<file path="src/include/vram_defines.svh">
/*
 * Video memory subsystem constants.
 * Address and bank geometry of the VRAM, display line length,
 * pixel size, simulation fill value and host register numbers.
 */
`ifndef VRAM_DEFINES_SVH
`define VRAM_DEFINES_SVH

`define VRAM_AW         16          // word address width, 64K words
`define VRAM_BANK_BITS  2           // top address bits select one of four banks

`define LINE_WORDS      8           // words fetched per display line
`define PIX_BITS        4           // 4 pixels per word, msb nibble first

`define VRAM_FILL       16'hdead    // power-up contents in simulation

// host register numbers
`define REG_WR_ADDR     2'd0
`define REG_RD_ADDR     2'd1
`define REG_DATA        2'd2
`define REG_CTRL        2'd3

`endif

</file>
<file path="src/hw/vram_pkg.sv">
/*
 * Video memory types.
 * Address, data, pixel and register number vectors, the packed
 * command that carries one VRAM access, and the line fetch states.
 */
`include "vram_defines.svh"

package vram_pkg;

    typedef logic [`VRAM_AW-1:0]  vaddr_t;      // VRAM word address
    typedef logic [15:0]          vword_t;      // VRAM data word
    typedef logic [`PIX_BITS-1:0] pixel_t;      // palette index
    typedef logic [1:0]           reg_num_t;    // host register select

    // one VRAM access from the host side, 33 bits
    typedef struct packed {
        logic   wr;         // 1 = write, 0 = read
        vaddr_t addr;
        vword_t wdata;      // don't care on reads
    } vram_cmd_t;

    // line fetcher states
    typedef enum logic [1:0] {
        idle,       // waiting for vid_start
        request,    // first word of the line in flight
        shift       // pixels streaming out
    } fetch_state_t;

endpackage

</file>
<file path="src/hw/host_regs.sv">
/*
 * Host register file.
 * Write and read pointers with auto-increment, display start address,
 * read prefetch latch and busy status. Data register accesses become
 * one pending VRAM command that is held until the arbiter answers.
 */
`timescale 1ns/1ns
`include "vram_defines.svh"

module host_regs
    import vram_pkg::*;
(
    input  logic      clk,
    input  logic      rst_n,
    input  logic      bus_sel,
    input  logic      bus_wr,
    input  reg_num_t  bus_reg,
    input  vword_t    bus_data_in,
    output vword_t    bus_data_out,
    output vaddr_t    disp_start,
    output logic      host_req,
    output vram_cmd_t host_cmd,
    input  logic      host_done,
    input  vword_t    host_rdata
);

    vaddr_t wr_ptr;
    vaddr_t rd_ptr;
    vword_t prefetch;       // word at rd_ptr, ready for the next data read
    logic   wr_access;
    logic   rd_access;
    logic   data_wr;
    logic   data_rd;
    logic   rd_addr_wr;

    assign wr_access  = bus_sel && bus_wr;
    assign rd_access  = bus_sel && !bus_wr;
    assign data_wr    = wr_access && (bus_reg == `REG_DATA);
    assign data_rd    = rd_access && (bus_reg == `REG_DATA);
    assign rd_addr_wr = wr_access && (bus_reg == `REG_RD_ADDR);

    always_ff @(posedge clk) begin
        if (!rst_n) begin
            wr_ptr     <= '0;
            rd_ptr     <= '0;
            disp_start <= '0;
            host_req   <= 1'b0;
        end else begin
            if (host_done) begin
                host_req <= 1'b0;
            end
            if (wr_access) begin
                case (bus_reg)
                    `REG_WR_ADDR: wr_ptr <= bus_data_in;
                    `REG_RD_ADDR: begin
                        rd_ptr   <= bus_data_in;
                        host_req <= 1'b1;           // prefetch from new pointer
                    end
                    `REG_DATA: begin
                        wr_ptr   <= wr_ptr + 1'b1;
                        host_req <= 1'b1;
                    end
                    `REG_CTRL: disp_start <= bus_data_in;
                endcase
            end
            if (data_rd) begin
                rd_ptr   <= rd_ptr + 1'b1;
                host_req <= 1'b1;                   // refill the latch
            end
        end
    end

    // command payload and prefetch latch
    always_ff @(posedge clk) begin
        if (rd_addr_wr) begin
            host_cmd <= '{wr: 1'b0, addr: bus_data_in, wdata: '0};
        end else if (data_wr) begin
            host_cmd <= '{wr: 1'b1, addr: wr_ptr, wdata: bus_data_in};
        end else if (data_rd) begin
            host_cmd <= '{wr: 1'b0, addr: rd_ptr + 1'b1, wdata: '0};
        end
        if (host_done && !host_cmd.wr) begin
            prefetch <= host_rdata;
        end
    end

    // read data, valid the cycle after bus_sel
    always_ff @(posedge clk) begin
        if (!rst_n) begin
            bus_data_out <= '0;
        end else if (rd_access) begin
            case (bus_reg)
                `REG_WR_ADDR: bus_data_out <= wr_ptr;
                `REG_RD_ADDR: bus_data_out <= rd_ptr;
                `REG_DATA:    bus_data_out <= prefetch;
                `REG_CTRL:    bus_data_out <= {15'b0, host_req};   // busy in bit 0
            endcase
        end
    end

    // host must poll busy low before touching the data path again
    a_no_access_while_busy: assert property (@(posedge clk) disable iff (!rst_n)
        (bus_sel && ((bus_reg == `REG_DATA) || (bus_wr && bus_reg == `REG_RD_ADDR)))
        |-> !host_req);

endmodule

</file>
<file path="config.mk">
export PLATFORM = sky130hd
export DESIGN_NAME = host_regs
export DESIGN_NICKNAME = d
export VERILOG_FILES = /design/src/hw/vram_pkg.sv /design/src/hw/host_regs.sv
export VERILOG_INCLUDE_DIRS = /design/src /design/src/include
export SDC_FILE = /design/constraint.sdc
export NUM_CORES = 1
export LEC_CHECK = 0
export BUFFER_PORTS_ARGS = -buffer_cell sky130_fd_sc_hd__buf_2
export CAP_MARGIN = 20
export CORE_UTILIZATION = 30
export CTS_BUF_LIST = sky130_fd_sc_hd__clkbuf_4
export DETAILED_ROUTE_END_ITERATION = 8
export MAX_ROUTING_LAYER = met4
export SLEW_MARGIN = 30
export SYNTH_ARGS = -nofsm -noshare
export SYNTH_HDL_FRONTEND = slang
export SYNTH_SLANG_ARGS = --single-unit
</file>
<file path="constraint.sdc">
create_clock -name clk -period 4.4 [get_ports clk]
set_input_delay 0 -clock clk [delete_from_list [all_inputs] [get_ports clk]]
set_output_delay 0 -clock clk [all_outputs]
set_load 0.005 [all_outputs]
</file>
==> summary.md <==
Post-CTS timing repair inserted 0 buffers for setup. Yosys mapped the design onto 57 distinct sky130hd cell types. The pin slew with the least headroom to its limit is 0.908 ns. The dominant synthesized flop cell is dfxtp_1. Measured along the y axis, the die boundary spans 136 µm. The share of layout cells above drive strength 1 was 0.198. STA classifies the critical path endpoint as a register. Hold timing on the final database bottoms out at a slack of 0.159 ns.

The areal power density over the cells was 335 nW/µm²; the delay contributed by the slowest stage of the critical path was 0.50 ns. The number of synthesized flops with an enable pin works out to 32. Counting every net in the synthesized netlist gives 658.

The average vias per placed instance was 5.38; the number of standard cells after synthesis was 612. STA puts the critical path data arrival time at 2.27 ns. By count the netlist is led by nand2_1 (115), dfxtp_1 (82), a21oi_1 (61).

For the final database, setup skew stands at 0.0199 ns. Along the worst path, the maximum fanout reaches 7. The initialized floorplan defines 48 standard-cell rows.

The tools report the utilization of the core after routing as 0.385. The most common cell in the netlist is nand2_1. The run gives 0 as the final-report hold violation count. The tools report the boundary pin count as 105. By area the synthesized netlist is led by dfxtp_1 (30%), edfxtp_1 (18%), nand2_1 (8.0%), a21oi_1 (5.6%), o21ai_0 (3.3%). The number of iterations in the first detailed-routing pass came out at 5. The area fraction of the dominant cell type after synthesis is 0.303, and the count of final setup violators is 0.

Gates resized during post-CTS repair numbered 0. The floorplan step defined a die boundary enclosing 18600 µm². Port buffering added 104 buffers.

For the final routed database, the setup TNS stands at 0 ns. Launching point of the worst reg2reg path: rd_ptr[0]$_SDFFE_PN0P_. Clock-pin slew was measured on the worst setup and hold paths at 0.11 ns. Timing startpoint of the critical path: rd_ptr[0]$_SDFFE_PN0P_. The detailed-route wire length came out at 17800 µm.

The worst slew slack as a fraction of its limit came out at 0.393. After legalization and detailed placement, the total HPWL measured 12100 µm. Number of clock sinks seen by CTS: 114. Worst min-delay path startpoint: host_rdata[10].

After floorplanning, the core was sized to cover 17500 µm². Max-cap violations in this run came to 0. The run gives 0.310 as the initial standard-cell utilization of the core.

The flow ran to the end, and the final reports show no timing, DRC or antenna violations. The tools report the via count of the routed design as 5200. After synthesis, the mean cell area works out to 8.86 µm². STA classifies the critical path startpoint as a register. The root buffer cell chosen for the clock tree is clkbuf_4. The global-route wire length before repair was 26900 µm; the Yosys warning count was 0. Setup repair after global routing left no endpoint under its margin. Including well taps, the total number of placed cells is 895. The initial antenna violation count is 2. Once detail routing completed, the nets flagged for antenna violations numbered 0. For the sequential area share after synthesis, the log shows 0.480. Summed over all instances, the cell type with the most area after synthesis is dfxtp_1. The signal on the critical path passes through ha_1, and4_1, nand4_1, xor2_1, o221ai_1. Share of async-settable or async-resettable flops after synthesis: 0. Entering global routing, the biggest net connects 38 pins. The portion of the clock cycle consumed by the worst path in the final layout works out to 0.461. The family with the most delay on the worst path was simple AND/OR/NAND/NOR gates.

The clock latency at the later pin of the worst-skew pair is 0.55 ns. For the max-slew violation count, the log shows 0. The cell area that synthesis handed to floorplanning was 5420 µm². TritonCTS built the clock tree. Synthesis inferred 114 register bits.

TritonCTS created 17 clock buffers. Counting both buffers and inverters, the worst setup path holds a total of 0. The run gives 2 as the clock tree buffer depth. In this run the horizontal extent of the chip is 136 µm.

The final cell count without fillers came out at 966. The tools report the post-layout net count as 772. The total grt overflow was 0; the total routing usage reported by global routing was 0.202. Number of global-route vias before repair: 4579.

Counting the fill cells in the layout gives 1825. The critical path required time was 4.65 ns. Across all setup checks in the final design, the least slack found is 2.37 ns.

The leakage power was 2.54 nW. After the first detailed-routing iteration, the DRC count stood at 576. In the final routed layout, each cell accounts on average for 18.5 µm.

Prior to clock tree synthesis, the placed netlist has a worst setup slack of 2.08 ns. For this run, the top clock speed supported by timing is 0.493 GHz. IR analysis of the VDD net gives a maximum drop of 0.210 mV. The final routed DRC violation total is 0. The slowest stage of the critical path belongs to the cell dfxtp_1.

From synthesis to final layout, the design area changed by 24.0%. The critical path is of the reg -> reg type. Routability-driven placement finished with a final weighted congestion of 0.890. In this run the number of H-tree levels came out at 4. The worst path in the final design needs a cycle of 2.03 ns, including I/O delays and setup. The path class of the tightest hold or removal check is in -> reg.
-- repair_timing --
| item | in CTS | in global routing |
|---|---|---|
| setup endpoints to repair | 0 | 0 |
| hold endpoints to repair | 93 | 0 |
| hold buffers | 37 | 0 |
-- stage by stage --
| stage | total power [mW] | cell area [µm²] |
|---|---|---|
| 2_1_floorplan | 1.31 | 5420 |
| 3_3_place_gp | 1.42 | 6050 |
| 3_5_place_dp | 1.42 | 6050 |
| 4_1_cts | 2.26 | 6720 |
| 5_1_grt | 2.35 | 6730 |
| 6_report | 2.25 | 6730 |
-- worst register-to-register path: stages (launching register included) --
cell and delay [ns]:
dfxtp_1 0.50, ha_1 0.30, and4_1 0.37, nand4_1 0.22, xor2_1 0.19, o221ai_1 0.16
-- cells in the final DEF, fill, tap and decap left out, types with 5 or more instances in the layout --
cell type / synthesis / layout
nand2_1: 115 / 115
a21oi_1: 61 / 61
and2_1: 5 / 5
nor2_1: 19 / 18
inv_1: 11 / 11
and4_1: 8 / 8
a22o_1: 16 / 16
o31a_1: 5 / 5
o22ai_1: 9 / 9
xor2_1: 11 / 11
and3_1: 8 / 8
buf_2: 9 / 104
edfxtp_1: 32 / 32
a221oi_1: 7 / 7
clkbuf_4: 0 / 17
dfxtp_1: 82 / 82
o21ai_0: 36 / 36
a31oi_1: 8 / 8
nand4_1: 9 / 9
nand3_1: 11 / 11
ha_1: 7 / 6
dlygate4sd3_1: 0 / 37
o211ai_1: 7 / 7
buf_4: 4 / 7
a22oi_1: 20 / 20
nor3_1: 6 / 6
nor2b_1: 9 / 9
-- sequential cells by signal, indices dropped and copies added (netlist names) --
| register | count |
|---|---|
| bus_data_out | 16 |
| host_cmd | 33 |
| disp_start | 16 |
| wr_ptr | 16 |
| host_req | 1 |
| prefetch | 16 |
| rd_ptr | 16 |
-- power breakdown --
group          switching [mW]  total, mW  internal, mW
Sequential             0.0419       1.18          1.13
Clock                   0.437      0.825         0.388
Combinational           0.146      0.253         0.107
-- area by class of cell --
cell class,count,area [µm²],area share
Timing Repair Buffer,148,943,0.140
Multi-Input combinational cell,434,2560,0.380
Clock buffer,17,128,0.0190
Clock inverter,15,166,0.0247
Inverter,11,41.3,0.00614
Tap cell,225,282,0.0419
Sequential cell,114,2600,0.387
Antenna cell,2,5.00,0.000744
-- layer usage --
metal / up-vias / global-route usage / part of all wire
li1: 2496 / - / -
met1: 2395 / 0.290 / 0.49
met2: 278 / 0.268 / 0.40
met3: 31 / 0.0544 / 0.088
met4: 0 / 0.0691 / 0.022
met5: - / - / 0
-- cell families after synthesis --
| group | share of synthesized area |
|---|---|
| xor gates and xnor gates | 0.0226 |
| adders and majority gates | 0.0161 |
| buffers and inverters | 0.0494 |
| and+or+nand+nor | 0.184 |
| muxes | 0.00554 |
| DFF | 0.480 |
| AOI/OAI and AO/OA | 0.242 |
-- final timing paths --
| path | endpoint | cells after the start | slack (ns) |
|---|---|---|---|
| worst max-delay path | host_cmd[24]$_DFFE_PP_ | 5 | 2.37 |
| worst min-delay path | prefetch[10]$_DFFE_PP_ | 2 | 0.16 |
| worst max register to register | host_cmd[24]$_DFFE_PP_ | 5 | 2.37 |
| worst min register to register | disp_start[3]$_SDFFE_PN0P_ | 2 | 0.46 |
Note: power is estimated with default switching activity, not from simulation.
