$ cat config.mk
export PLATFORM = sky130hd
export DESIGN_NAME = line_fetch
export DESIGN_NICKNAME = d
export VERILOG_FILES = /design/src/hw/vram_pkg.sv /design/src/hw/line_fetch.sv
export VERILOG_INCLUDE_DIRS = /design/src /design/src/include
export SDC_FILE = /design/constraint.sdc
export NUM_CORES = 1
export LEC_CHECK = 0
export ABC_AREA = 1
export BUFFER_PORTS_ARGS = -buffer_cell sky130_fd_sc_hd__buf_2
export CAP_MARGIN = 20
export CORE_ASPECT_RATIO = 1.25
export CORE_MARGIN = 10
export CORE_UTILIZATION = 43
export DETAILED_ROUTE_END_ITERATION = 12
export GPL_TIMING_DRIVEN = 0
export PLACE_DENSITY = 0.74
export SLEW_MARGIN = 25
export SYNTH_ARGS = -nofsm -noshare
export SYNTH_HDL_FRONTEND = slang
export SYNTH_SLANG_ARGS = --single-unit
$ cat constraint.sdc
create_clock -name clk -period 3.67 [get_ports clk]
set_input_delay 1.101 -clock clk [delete_from_list [all_inputs] [get_ports clk]]
set_output_delay 1.101 -clock clk [all_outputs]
set_load 0.01 [all_outputs]
$ cat src/include/vram_defines.svh
/*
 * Video memory subsystem constants.
 * Address and bank geometry of the VRAM, display line length,
 * pixel size, simulation fill value and host register numbers.
 */
`ifndef VRAM_DEFINES_SVH
`define VRAM_DEFINES_SVH

`define VRAM_AW         16          // word address width, 64K words
`define VRAM_BANK_BITS  2           // top address bits select one of four banks

`define LINE_WORDS      8           // words fetched per display line
`define PIX_BITS        4           // 4 pixels per word, msb nibble first

`define VRAM_FILL       16'hdead    // power-up contents in simulation

// host register numbers
`define REG_WR_ADDR     2'd0
`define REG_RD_ADDR     2'd1
`define REG_DATA        2'd2
`define REG_CTRL        2'd3

`endif

$ cat src/hw/vram_pkg.sv
/*
 * Video memory types.
 * Address, data, pixel and register number vectors, the packed
 * command that carries one VRAM access, and the line fetch states.
 */
`include "vram_defines.svh"

package vram_pkg;

    typedef logic [`VRAM_AW-1:0]  vaddr_t;      // VRAM word address
    typedef logic [15:0]          vword_t;      // VRAM data word
    typedef logic [`PIX_BITS-1:0] pixel_t;      // palette index
    typedef logic [1:0]           reg_num_t;    // host register select

    // one VRAM access from the host side, 33 bits
    typedef struct packed {
        logic   wr;         // 1 = write, 0 = read
        vaddr_t addr;
        vword_t wdata;      // don't care on reads
    } vram_cmd_t;

    // line fetcher states
    typedef enum logic [1:0] {
        idle,       // waiting for vid_start
        request,    // first word of the line in flight
        shift       // pixels streaming out
    } fetch_state_t;

endpackage

$ cat src/hw/line_fetch.sv
/*
 * Display line fetcher.
 * On vid_start, reads LINE_WORDS words from the display start address
 * in order. A one-word buffer sits ahead of the shift register, so
 * after the first pixel the 4-bit pixels come on back-to-back cycles,
 * msb nibble first. line_done pulses after the last pixel.
 */
`timescale 1ns/1ns
`include "vram_defines.svh"

module line_fetch
    import vram_pkg::*;
(
    input  logic   clk,
    input  logic   rst_n,
    input  logic   vid_start,
    input  vaddr_t disp_start,
    output logic   fetch_req,
    output vaddr_t fetch_addr,
    input  logic   fetch_done,
    input  vword_t fetch_rdata,
    output logic   pix_valid,
    output pixel_t pixel,
    output logic   line_done
);

    typedef logic [$clog2(`LINE_WORDS)-1:0] word_cnt_t;

    fetch_state_t state;
    word_cnt_t    reqs_left;    // fetches still to issue
    word_cnt_t    words_left;   // words still to move into the shifter
    logic [1:0]   nib_cnt;      // pixel within current word
    vword_t       buf_word;
    vword_t       shreg;
    logic         word_load;    // shifter takes a new word at this edge
    logic         issue;

    assign word_load = (state == request && fetch_done) ||
                       (state == shift && nib_cnt == 2'd3 && words_left != '0);
    assign issue     = word_load && (reqs_left != '0);   // one fetch per word shifted
    assign pixel     = shreg[$bits(vword_t)-1 -: `PIX_BITS];

    always_ff @(posedge clk) begin
        if (!rst_n) begin
            state      <= idle;
            fetch_req  <= 1'b0;
            fetch_addr <= '0;
            reqs_left  <= '0;
            words_left <= '0;
            nib_cnt    <= '0;
            pix_valid  <= 1'b0;
            line_done  <= 1'b0;
        end else begin
            line_done <= 1'b0;
            fetch_req <= issue;
            if (fetch_req) begin
                fetch_addr <= fetch_addr + 1'b1;    // served the same cycle
            end
            if (issue) begin
                reqs_left <= reqs_left - 1'b1;
            end
            case (state)
                idle: begin
                    if (vid_start) begin
                        fetch_addr <= disp_start;
                        fetch_req  <= 1'b1;
                        reqs_left  <= word_cnt_t'(`LINE_WORDS - 1);
                        state      <= request;
                    end
                end
                request: begin
                    if (fetch_done) begin
                        pix_valid  <= 1'b1;
                        nib_cnt    <= '0;
                        words_left <= word_cnt_t'(`LINE_WORDS - 1);
                        state      <= shift;
                    end
                end
                shift: begin
                    nib_cnt <= nib_cnt + 1'b1;
                    if (nib_cnt == 2'd3) begin
                        if (words_left != '0) begin
                            words_left <= words_left - 1'b1;
                        end else begin
                            pix_valid <= 1'b0;      // last pixel just went out
                            line_done <= 1'b1;
                            state     <= idle;
                        end
                    end
                end
                default: state <= idle;
            endcase
        end
    end

    // word buffer and pixel shifter
    always_ff @(posedge clk) begin
        if (fetch_done && state == shift) begin
            buf_word <= fetch_rdata;
        end
        if (word_load) begin
            shreg <= (state == request) ? fetch_rdata : buf_word;
        end else if (state == shift) begin
            shreg <= shreg << `PIX_BITS;
        end
    end

    a_no_pixels_idle: assert property (@(posedge clk) disable iff (!rst_n)
        (state == idle && !pix_valid) |=> !pix_valid);

endmodule

==> flow_summary.toml, run 1 <==
[outcome]
outcome = "finished, final reports clean"

[floorplanning]
rows = 33
coreArea_um2 = 6570
floorplan.initialDensity_pct = 44.1
die_y_um = 112
die_area_um2 = 10400
io_pins = 59
dieWidth_um = 93.4

[synth]
syn_nets = 378
syn_avg_cell_area_um2 = 8.62
synth.distinct_cells = 27
syn-cell-area_um2 = 2900
ys_seq_area_share_pct = 53.2
synth_edf_count = 32
synthCells = 336
synth_area_leaders = "edfxtp_1 33%, dfxtp_1 20%, nand2_1 9.9%"
ys_warn_count = 0
ys_seq_elements = 61
async_flop_share_pct = 0
synth_top_area_share_pct = 33.2
yosysTopAreaCell = "edfxtp_1"
ys.flop_type = "edfxtp_1"

[critical_path]
worstPathArrival_ns = 1.01
required_ns = 2.57
crit_chain = "buf_2"
cp_num_buf_inv = 1
slowest_stage = "dfxtp_1"
start_kind = "flop"
crit_fanout = 6
critPathTopFamily = "flip-flops"
worstSetupEndpointType = "output pin"
path_class = "reg -> out"
critPathMaxStageDelay_ns = 0.47

[layout]
nNetsFinal = 447
most-common-layout-cells = "76 x nand2_1, 61 x buf_2, 43 x inv_1"
num_antenna_cells = 0
areaGrowthSynthToFinish_pct = 20.2
n_fill_cell = 633
layout_commonest_cell = "nand2_1"
layout-drive-gt1-share_pct = 23.2

[global_routing]
met2_usage_pct = 22.5
grt_pass1_wl_um = 11400
grtUsageMet1_pct = 14.9
antenna_found_initial = 0
grt_start_max_net_pins = 19
grt_use_total_pct = 13.6
grt_pass1_vias = 2477
busiest_layer = "met2"
use_met3_pct = 5.65
grt.overflow.total = 0

[cts]
cts_root_buffer = "clkbuf_8"
cts_post_setup_buffers_inserted = 0
cts_tree = "yes"
clockBufferDepth = 2
htree_levels = 3
cts_inserted_buffers = 9
hold_buffers = 0
clkSlewWorstSetupHoldPaths_ns = 0.07
clock-sinks = 61
worstSkewPairLatency_ns = 0.35
cts_resized = 0

[routing]
post_drt_wl_per_cell_um = 13.6
antenna_left = 0
drt_wl_total_um = 6770
routed_via_density = 4.92
drt_iter0_drc = 129
drc_errors = 0
dr.pass1.iters = 4
via_count = 2446

[power]
leakagePower_uw = 0.00157
power.switching_uw = 461
seqPwrFrac_pct = 51.0
p_total_uw = 1560
p_comb_share_pct = 13.7
switching_share_pct = 29.5
peakVddDrop_uv = 194
power_per_cell_area_nw_per_um2 = 449
clkPwrFrac_pct = 35.3
internal-power_uw = 1100

[place]
dpl.hpwl_um = 5080
port_buffers = 58
gp_congestion = 0.884

[sta]
fmax_ghz = 0.474
period_needed_ns = 2.11
setup_viol = 0
finalSetupTns_ns = 0
skew_ns = 0.00915
slew_headroom_pct = 44.0
worst_slew_pin_slew_ns = 0.839
grt_setup_unrepaired = "no"
final_hold_viol_count = 0
holdWs_ns = 0.467
drv_slew = 0
layout_worst_path_cycle_share_pct = 57.4

[job]
drv_cap = 0

[hold_path]
min_path_type = "reg -> reg"
[Yosys cell counts (3+ instances only)]
master and number:
inv_1 43, inv_2 3, nand2_1 76, clkbuf_1 3, xor2_1 6, buf_2 3
buf_4 5, a21oi_1 21, edfxtp_1 32, nand3b_1 4, nor2_1 27, a31oi_1 15
dfxtp_1 29, nand3_1 20, o21ai_0 19, o21bai_1 4, ha_1 6, nand4_1 5
nor2_4 3
[power groups by stage]
stage / combinational, uW / sequential [uW] / clock, uW
after CTS: 219 / 796 / 563
after global placement: 211 / 810 / 0
after global routing: 248 / 802 / 587
after floorplan: 129 / 814 / 0
final: 215 / 796 / 551
after detailed placement: 218 / 812 / 0
[routing by layer]
metal,up-vias,wire length (um)
met5,-,0
met3,9,536
met1,1113,2820
met4,0,109
met2,80,3300
li1,1244,-
[cell families (layout without fill, tap and decap cells)]
family	count (synthesis)	count (layout)	share of synthesized area, %
AO/OA/AOI/OAI	61	61	11.5
XOR/XNOR	7	7	2.12
adder cells (fa/ha/maj)	6	6	2.59
buffers and inverters	60	134	8.82
flip-flops	61	61	53.2
AND/OR/NAND/NOR	141	141	21.7
[per-stage QoR]
step                      std cells  area, um2  util, %  setup slack (ns)
final                           497       3480     53.0              1.56
after global routing            497       3480     53.0              1.52
after CTS                       497       3480     53.0              1.56
after detailed placement        481       3300     50.2              1.31
after global placement          481       3290     50.2             0.980
after floorplan                 336       2900        -              1.44
[area by class of cell]
cell class              count  area (um2)  share of cell area (%)
flip-flops and latches     61        1540                    44.3
multi-input cells         215        1100                    31.6
repair buffers             58         290                    8.34
inverters                  46         173                    4.96
clock buffers               9         124                    3.56
well taps                  87         109                    3.13
plain buffers              14        82.6                    2.37
clock inverters             7        58.8                    1.69
[state kept, by name (all words and copies together) (netlist names)]
register and count:
fetch_addr 16, nib_cnt 2, buf_word 16, state 2
line_done 1, shreg 16, pix_valid 1, words_left 3
reqs_left 3, fetch_req 1
[final timing paths]
check,startpoint,end,slack [ns],depth (start not counted)
worst min-delay path,pix_valid,pix_valid,0.47,2
worst max register to register,state[0],shreg[4],1.88,4
worst min register to register,pix_valid,pix_valid,0.47,2
worst max-delay path,fetch_req,fetch_req,1.56,1
No activity file was read; power rests on OpenSTA's default activity.
==> inputs of run 2 (changes only) <==
--- a/config.mk
+++ b/config.mk
@@ -14,7 +14,7 @@
 export CORE_UTILIZATION = 43
 export DETAILED_ROUTE_END_ITERATION = 12
 export GPL_TIMING_DRIVEN = 0
-export PLACE_DENSITY = 0.74
+export PLACE_DENSITY = 0.77
 export SLEW_MARGIN = 25
 export SYNTH_ARGS = -nofsm -noshare
 export SYNTH_HDL_FRONTEND = slang
==> constraint.sdc (replaced) <==
create_clock -name clk -period 1.8 [get_ports clk]
set_input_delay 0.54 -clock clk [delete_from_list [all_inputs] [get_ports clk]]
set_output_delay 0.54 -clock clk [all_outputs]
set_load 0.01 [all_outputs]
==> flow_summary.toml, run 2 (synthesis gave the netlist of run 1 again) <==
[place]
dpl.hpwl_um = 5150
port_buffers = 58
dp_cells = 481
gp_congestion = 0.890

[job]
drv_cap = 0

[critical_path]
slowest_stage = "dfxtp_1"
critPathMaxStageDelay_ns = 0.31
rrSetupSlack_ns = 0.13
r2r-end = "shreg[2]"
required_ns = 1.98
timing.reg2reg.worst_path_depth = 9
crit_start = "words_left[0]"
worstPathArrival_ns = 1.86
crit_fanout = 10
path_class = "reg -> reg"
crit_chain = "inv_1 > ha_1 > ha_1 > inv_1 > nand3_1 > nand2_4 > buf_6 > inv_2 > a21oi_1"
start_kind = "flop"
worstSetupEndpointType = "flop"
r2r_start = "words_left[0]"

[cts]
cts_root_buffer = "clkbuf_8"
worstSkewPairLatency_ns = 0.34
clkSlewWorstSetupHoldPaths_ns = 0.08
clockBufferDepth = 2
htree_levels = 3
clock-sinks = 61
cts_inserted_buffers = 9
cts_post_setup_buffers_inserted = 0
hold_buffers = 0
cts_tree = "yes"

[power]
leakagePower_uw = 0.00157
peakVddDrop_uv = 433
power_per_cell_area_nw_per_um2 = 904

[layout]
post-route-util_pct = 53.1
n_fill_cell = 597
num_antenna_cells = 0
layout_commonest_cell = "nand2_1"
nNetsFinal = 446
layout-drive-gt1-share_pct = 23.5
fin_cells = 496
most-common-layout-cells = "75 x nand2_1, 60 x buf_2, 43 x inv_1"
top_regs = "buf_word (16), fetch_addr (16), shreg (16)"
seq_area_um2 = 1540
areaGrowthSynthToFinish_pct = 20.4
multi_input_area_um2 = 1110

[routing]
via_count = 2458
antenna_left = 0
routed_via_density = 4.96
post_drt_wl_per_cell_um = 14.0
drc_errors = 0
drt_wl_total_um = 6960
drt_iter0_drc = 145
dr.pass1.iters = 5

[global_routing]
grt_pass1_wl_um = 11400
grt_use_total_pct = 13.4
antenna_found_initial = 0
grt.overflow.total = 0
grt_start_max_net_pins = 19
grt_pass1_vias = 2462

[sta]
final_hold_viol_count = 0
layout_worst_path_cycle_share_pct = 92.9
worst_slew_pin_slew_ns = 0.511
drv_slew = 0
skew_ns = 0.0103
period_needed_ns = 1.67
fmax_ghz = 0.598
setup_viol = 0
slew_headroom_pct = 65.9
grt_setup_unrepaired = "yes"

[floorplanning]
die_area_um2 = 10400
io_pins = 59
floorplan.initialDensity_pct = 44.1
rows = 33
dieWidth_um = 93.4
coreArea_um2 = 6570
die_y_um = 112

[hold_path]
hold_path_depth = 1
min-delay-start = "fetch_rdata[6]"
hold_path_end = "buf_word[6]"
min_path_type = "in -> reg"

[outcome]
outcome = "finished, final reports clean"
[run 2: per-stage QoR]
| step | hold slack [ns] | power, uW | area, um2 | TNS (ns) | worst slack [ns] |
|---|---|---|---|---|---|
| after floorplan | 0.433 | 1920 | 2900 | 0 | 0.0551 |
| after global placement | 0.448 | 2080 | 3290 | -5.14 | -0.322 |
| after detailed placement | 0.454 | 2100 | 3300 | -0.732 | -0.0230 |
| after CTS | 0.370 | 3180 | 3480 | 0 | 0.0715 |
| after global routing | 0.365 | 3300 | 3490 | -0.0495 | -0.0211 |
| final | 0.380 | 3150 | 3490 | 0 | 0.127 |
[run 2: area by class of cell]
class	instances	share of cell area (%)
flip-flops and latches	61	44.2
multi-input cells	215	31.8
repair buffers	58	8.33
inverters	46	4.95
clock buffers	9	3.55
well taps	87	3.12
plain buffers	13	2.55
clock inverters	7	1.47
[run 2: worst max path at each step]
stage / to / slack, ns
after floorplan: buf_word[0] / 0.06
after global placement: buf_word[14] / -0.32
after detailed placement: shreg[8] / -0.02
after CTS: shreg[8] / 0.07
after global routing: reqs_left[1] / -0.02
final: shreg[2] / 0.13
[run 2: layer usage]
layer / global-route usage [%] / vias to the layer above / wire, um / part of all wire, %
met2: 22.3 / 55 / 3400 / 49
li1: - / 1248 / - / -
met1: 15.3 / 1144 / 3030 / 44
met5: 0 / - / 0 / 0
met4: 5.36 / 0 / 118 / 1.7
met3: 4.57 / 11 / 405 / 5.8
[run 2: power by group]
group | total (uW) | internal [uW] | switching [uW]
clock network | 1080 | 502 | 578
registers | 1630 | 1560 | 67.8
logic | 447 | 176 | 271
[run 2: worst max-delay path, delay by kind of cell (launching register included)]
family,cells,cell delay [ns]
fa+ha+maj,2,0.43
buf+inv,4,0.36
flops,1,0.31
simple gates,2,0.28
compound gates,1,0.14
[run 2: timing repair]
action / in CTS / in global routing
pin swaps: 0 / 1
gates resized for setup: 2 / 4
setup endpoints to repair: 33 / 17
==> inputs of run 3 (changes only) <==
==> constraint.sdc (replaced) <==
create_clock -name clk -period 1.8 [get_ports clk]
set_input_delay 0.09 -clock clk [delete_from_list [all_inputs] [get_ports clk]]
set_output_delay 0.09 -clock clk [all_outputs]
set_load 0.01 [all_outputs]
==> flow_summary.toml, run 3 (synthesis gave the netlist of run 1 again) <==
[sta]
drv_slew = 0
final_hold_viol_count = 0
slew_headroom_pct = 66.4
finalSetupTns_ns = 0
grt_setup_unrepaired = "yes"
worst_slew_pin_slew_ns = 0.503
skew_ns = 0.0104
setup_viol = 0
holdWs_ns = 0.0313
period_needed_ns = 1.67
layout_worst_path_cycle_share_pct = 92.7
fmax_ghz = 0.599

[cts]
clockBufferDepth = 2
clkSlewWorstSetupHoldPaths_ns = 0.08
htree_levels = 3
cts_inserted_buffers = 9
cts_tree = "yes"
clock-sinks = 61
worstSkewPairLatency_ns = 0.34
cts_post_setup_buffers_inserted = 0
cts_root_buffer = "clkbuf_8"

[floorplanning]
die_y_um = 112
die_area_um2 = 10400
rows = 33
dieWidth_um = 93.4
floorplan.initialDensity_pct = 44.1
coreArea_um2 = 6570
io_pins = 59

[place]
gp_congestion = 0.890
dpl.hpwl_um = 5150
port_buffers = 58

[global_routing]
grt.overflow.total = 0
grt_start_max_net_pins = 19
grt_pass1_vias = 2540
grt_use_total_pct = 14.0
grt_pass1_wl_um = 11800
grtUsageMet1_pct = 16.0
use_met3_pct = 4.37
busiest_layer = "met2"
met2_usage_pct = 23.2
antenna_found_initial = 1

[routing]
drt_iter0_drc = 140
dr.pass1.iters = 4
post_drt_wl_per_cell_um = 13.9
drc_errors = 0
routed_via_density = 4.91
antenna_left = 0
drt_wl_total_um = 7120
via_count = 2518

[layout]
n_fill_cell = 578
top_regs = "buf_word (16), fetch_addr (16), shreg (16)"
layout_commonest_cell = "nand2_1"
areaGrowthSynthToFinish_pct = 25.9
nNetsFinal = 462
most-common-layout-cells = "75 x nand2_1, 60 x buf_2, 43 x inv_1"
layout-drive-gt1-share_pct = 22.6

[critical_path]
rrSetupSlack_ns = 0.13
crit_end = "shreg[8]"
worstSetupEndpointType = "flop"
start_kind = "flop"
timing.reg2reg.worst_path_depth = 8
crit_fanout = 10
path_class = "reg -> reg"
worstPathArrival_ns = 1.75
r2r-end = "shreg[8]"
r2r_start = "words_left[0]"
crit_start = "words_left[0]"
required_ns = 1.89

[power]
p_total_uw = 3170
peakVddDrop_uv = 433
leakagePower_uw = 0.00163
power_per_cell_area_nw_per_um2 = 871

[job]
drv_cap = 0

[outcome]
outcome = "finished, final reports clean"

[hold_path]
hold_path_depth = 3
min_path_type = "in -> reg"
run 3: metal layers:
metal,vias up,routed length [um]
met5,-,0
met4,0,150
met3,12,350
met2,60,3540
met1,1165,3090
li1,1281,-
run 3: how the worst min path moves through the flow:
stage / to / slack, ns / start
5_1_grt: fetch_addr[0] / 0.04 / disp_start[0]
3_5_place_dp: buf_word[6] / 0.29 / fetch_rdata[6]
2_1_floorplan: buf_word[0] / 0.19 / fetch_rdata[0]
3_3_place_gp: buf_word[14] / 0.28 / fetch_rdata[14]
6_report: fetch_addr[9] / 0.03 / disp_start[9]
4_1_cts: fetch_addr[9] / 0.02 / disp_start[9]
run 3: what timing repair did:
action,in CTS,in global routing
pin swaps,0,1
setup endpoints to repair,33,17
resized for setup,2,3
hold buffers,16,0
hold endpoints to repair,16,0
run 3: area by class of cell:
cell class / instances / area [um2] / area share [%]
antenna: 1 / 2.50 / 0.0687
buffer: 13 / 85.1 / 2.33
clock buffer: 9 / 124 / 3.40
clock inverter: 7 / 51.3 / 1.41
inverter: 46 / 173 / 4.74
multi-input combinational: 215 / 1110 / 30.4
sequential: 61 / 1540 / 42.3
tap: 87 / 109 / 2.99
timing repair buffer: 74 / 450 / 12.4
run 3: critical path, cell delays in order, from the launching register on:
cell and delay [ns]:
dfxtp_1 0.31, inv_1 0.07, ha_1 0.21, ha_1 0.22, inv_1 0.07, nand3_1 0.13
nand2_4 0.14, buf_4 0.18, a31oi_1 0.09
run 3: power breakdown:
part	internal (uW)	leakage [uW]	switching [uW]	total, uW
logic	197	0.00101	276	473
clock network	502	0.0000856	574	1080
registers	1560	0.000534	67.5	1620
run 3: stage by stage:
stage	setup WS, ns	instance area, um2	std cells	utilization, %
floorplan	0.0551	2900	336	-
CTS	0.0715	3640	513	55.4
detailed placement	-0.0230	3300	481	50.2
finish	0.131	3640	513	55.5
global placement	-0.301	3290	481	50.2
global route	-0.0168	3640	513	55.5
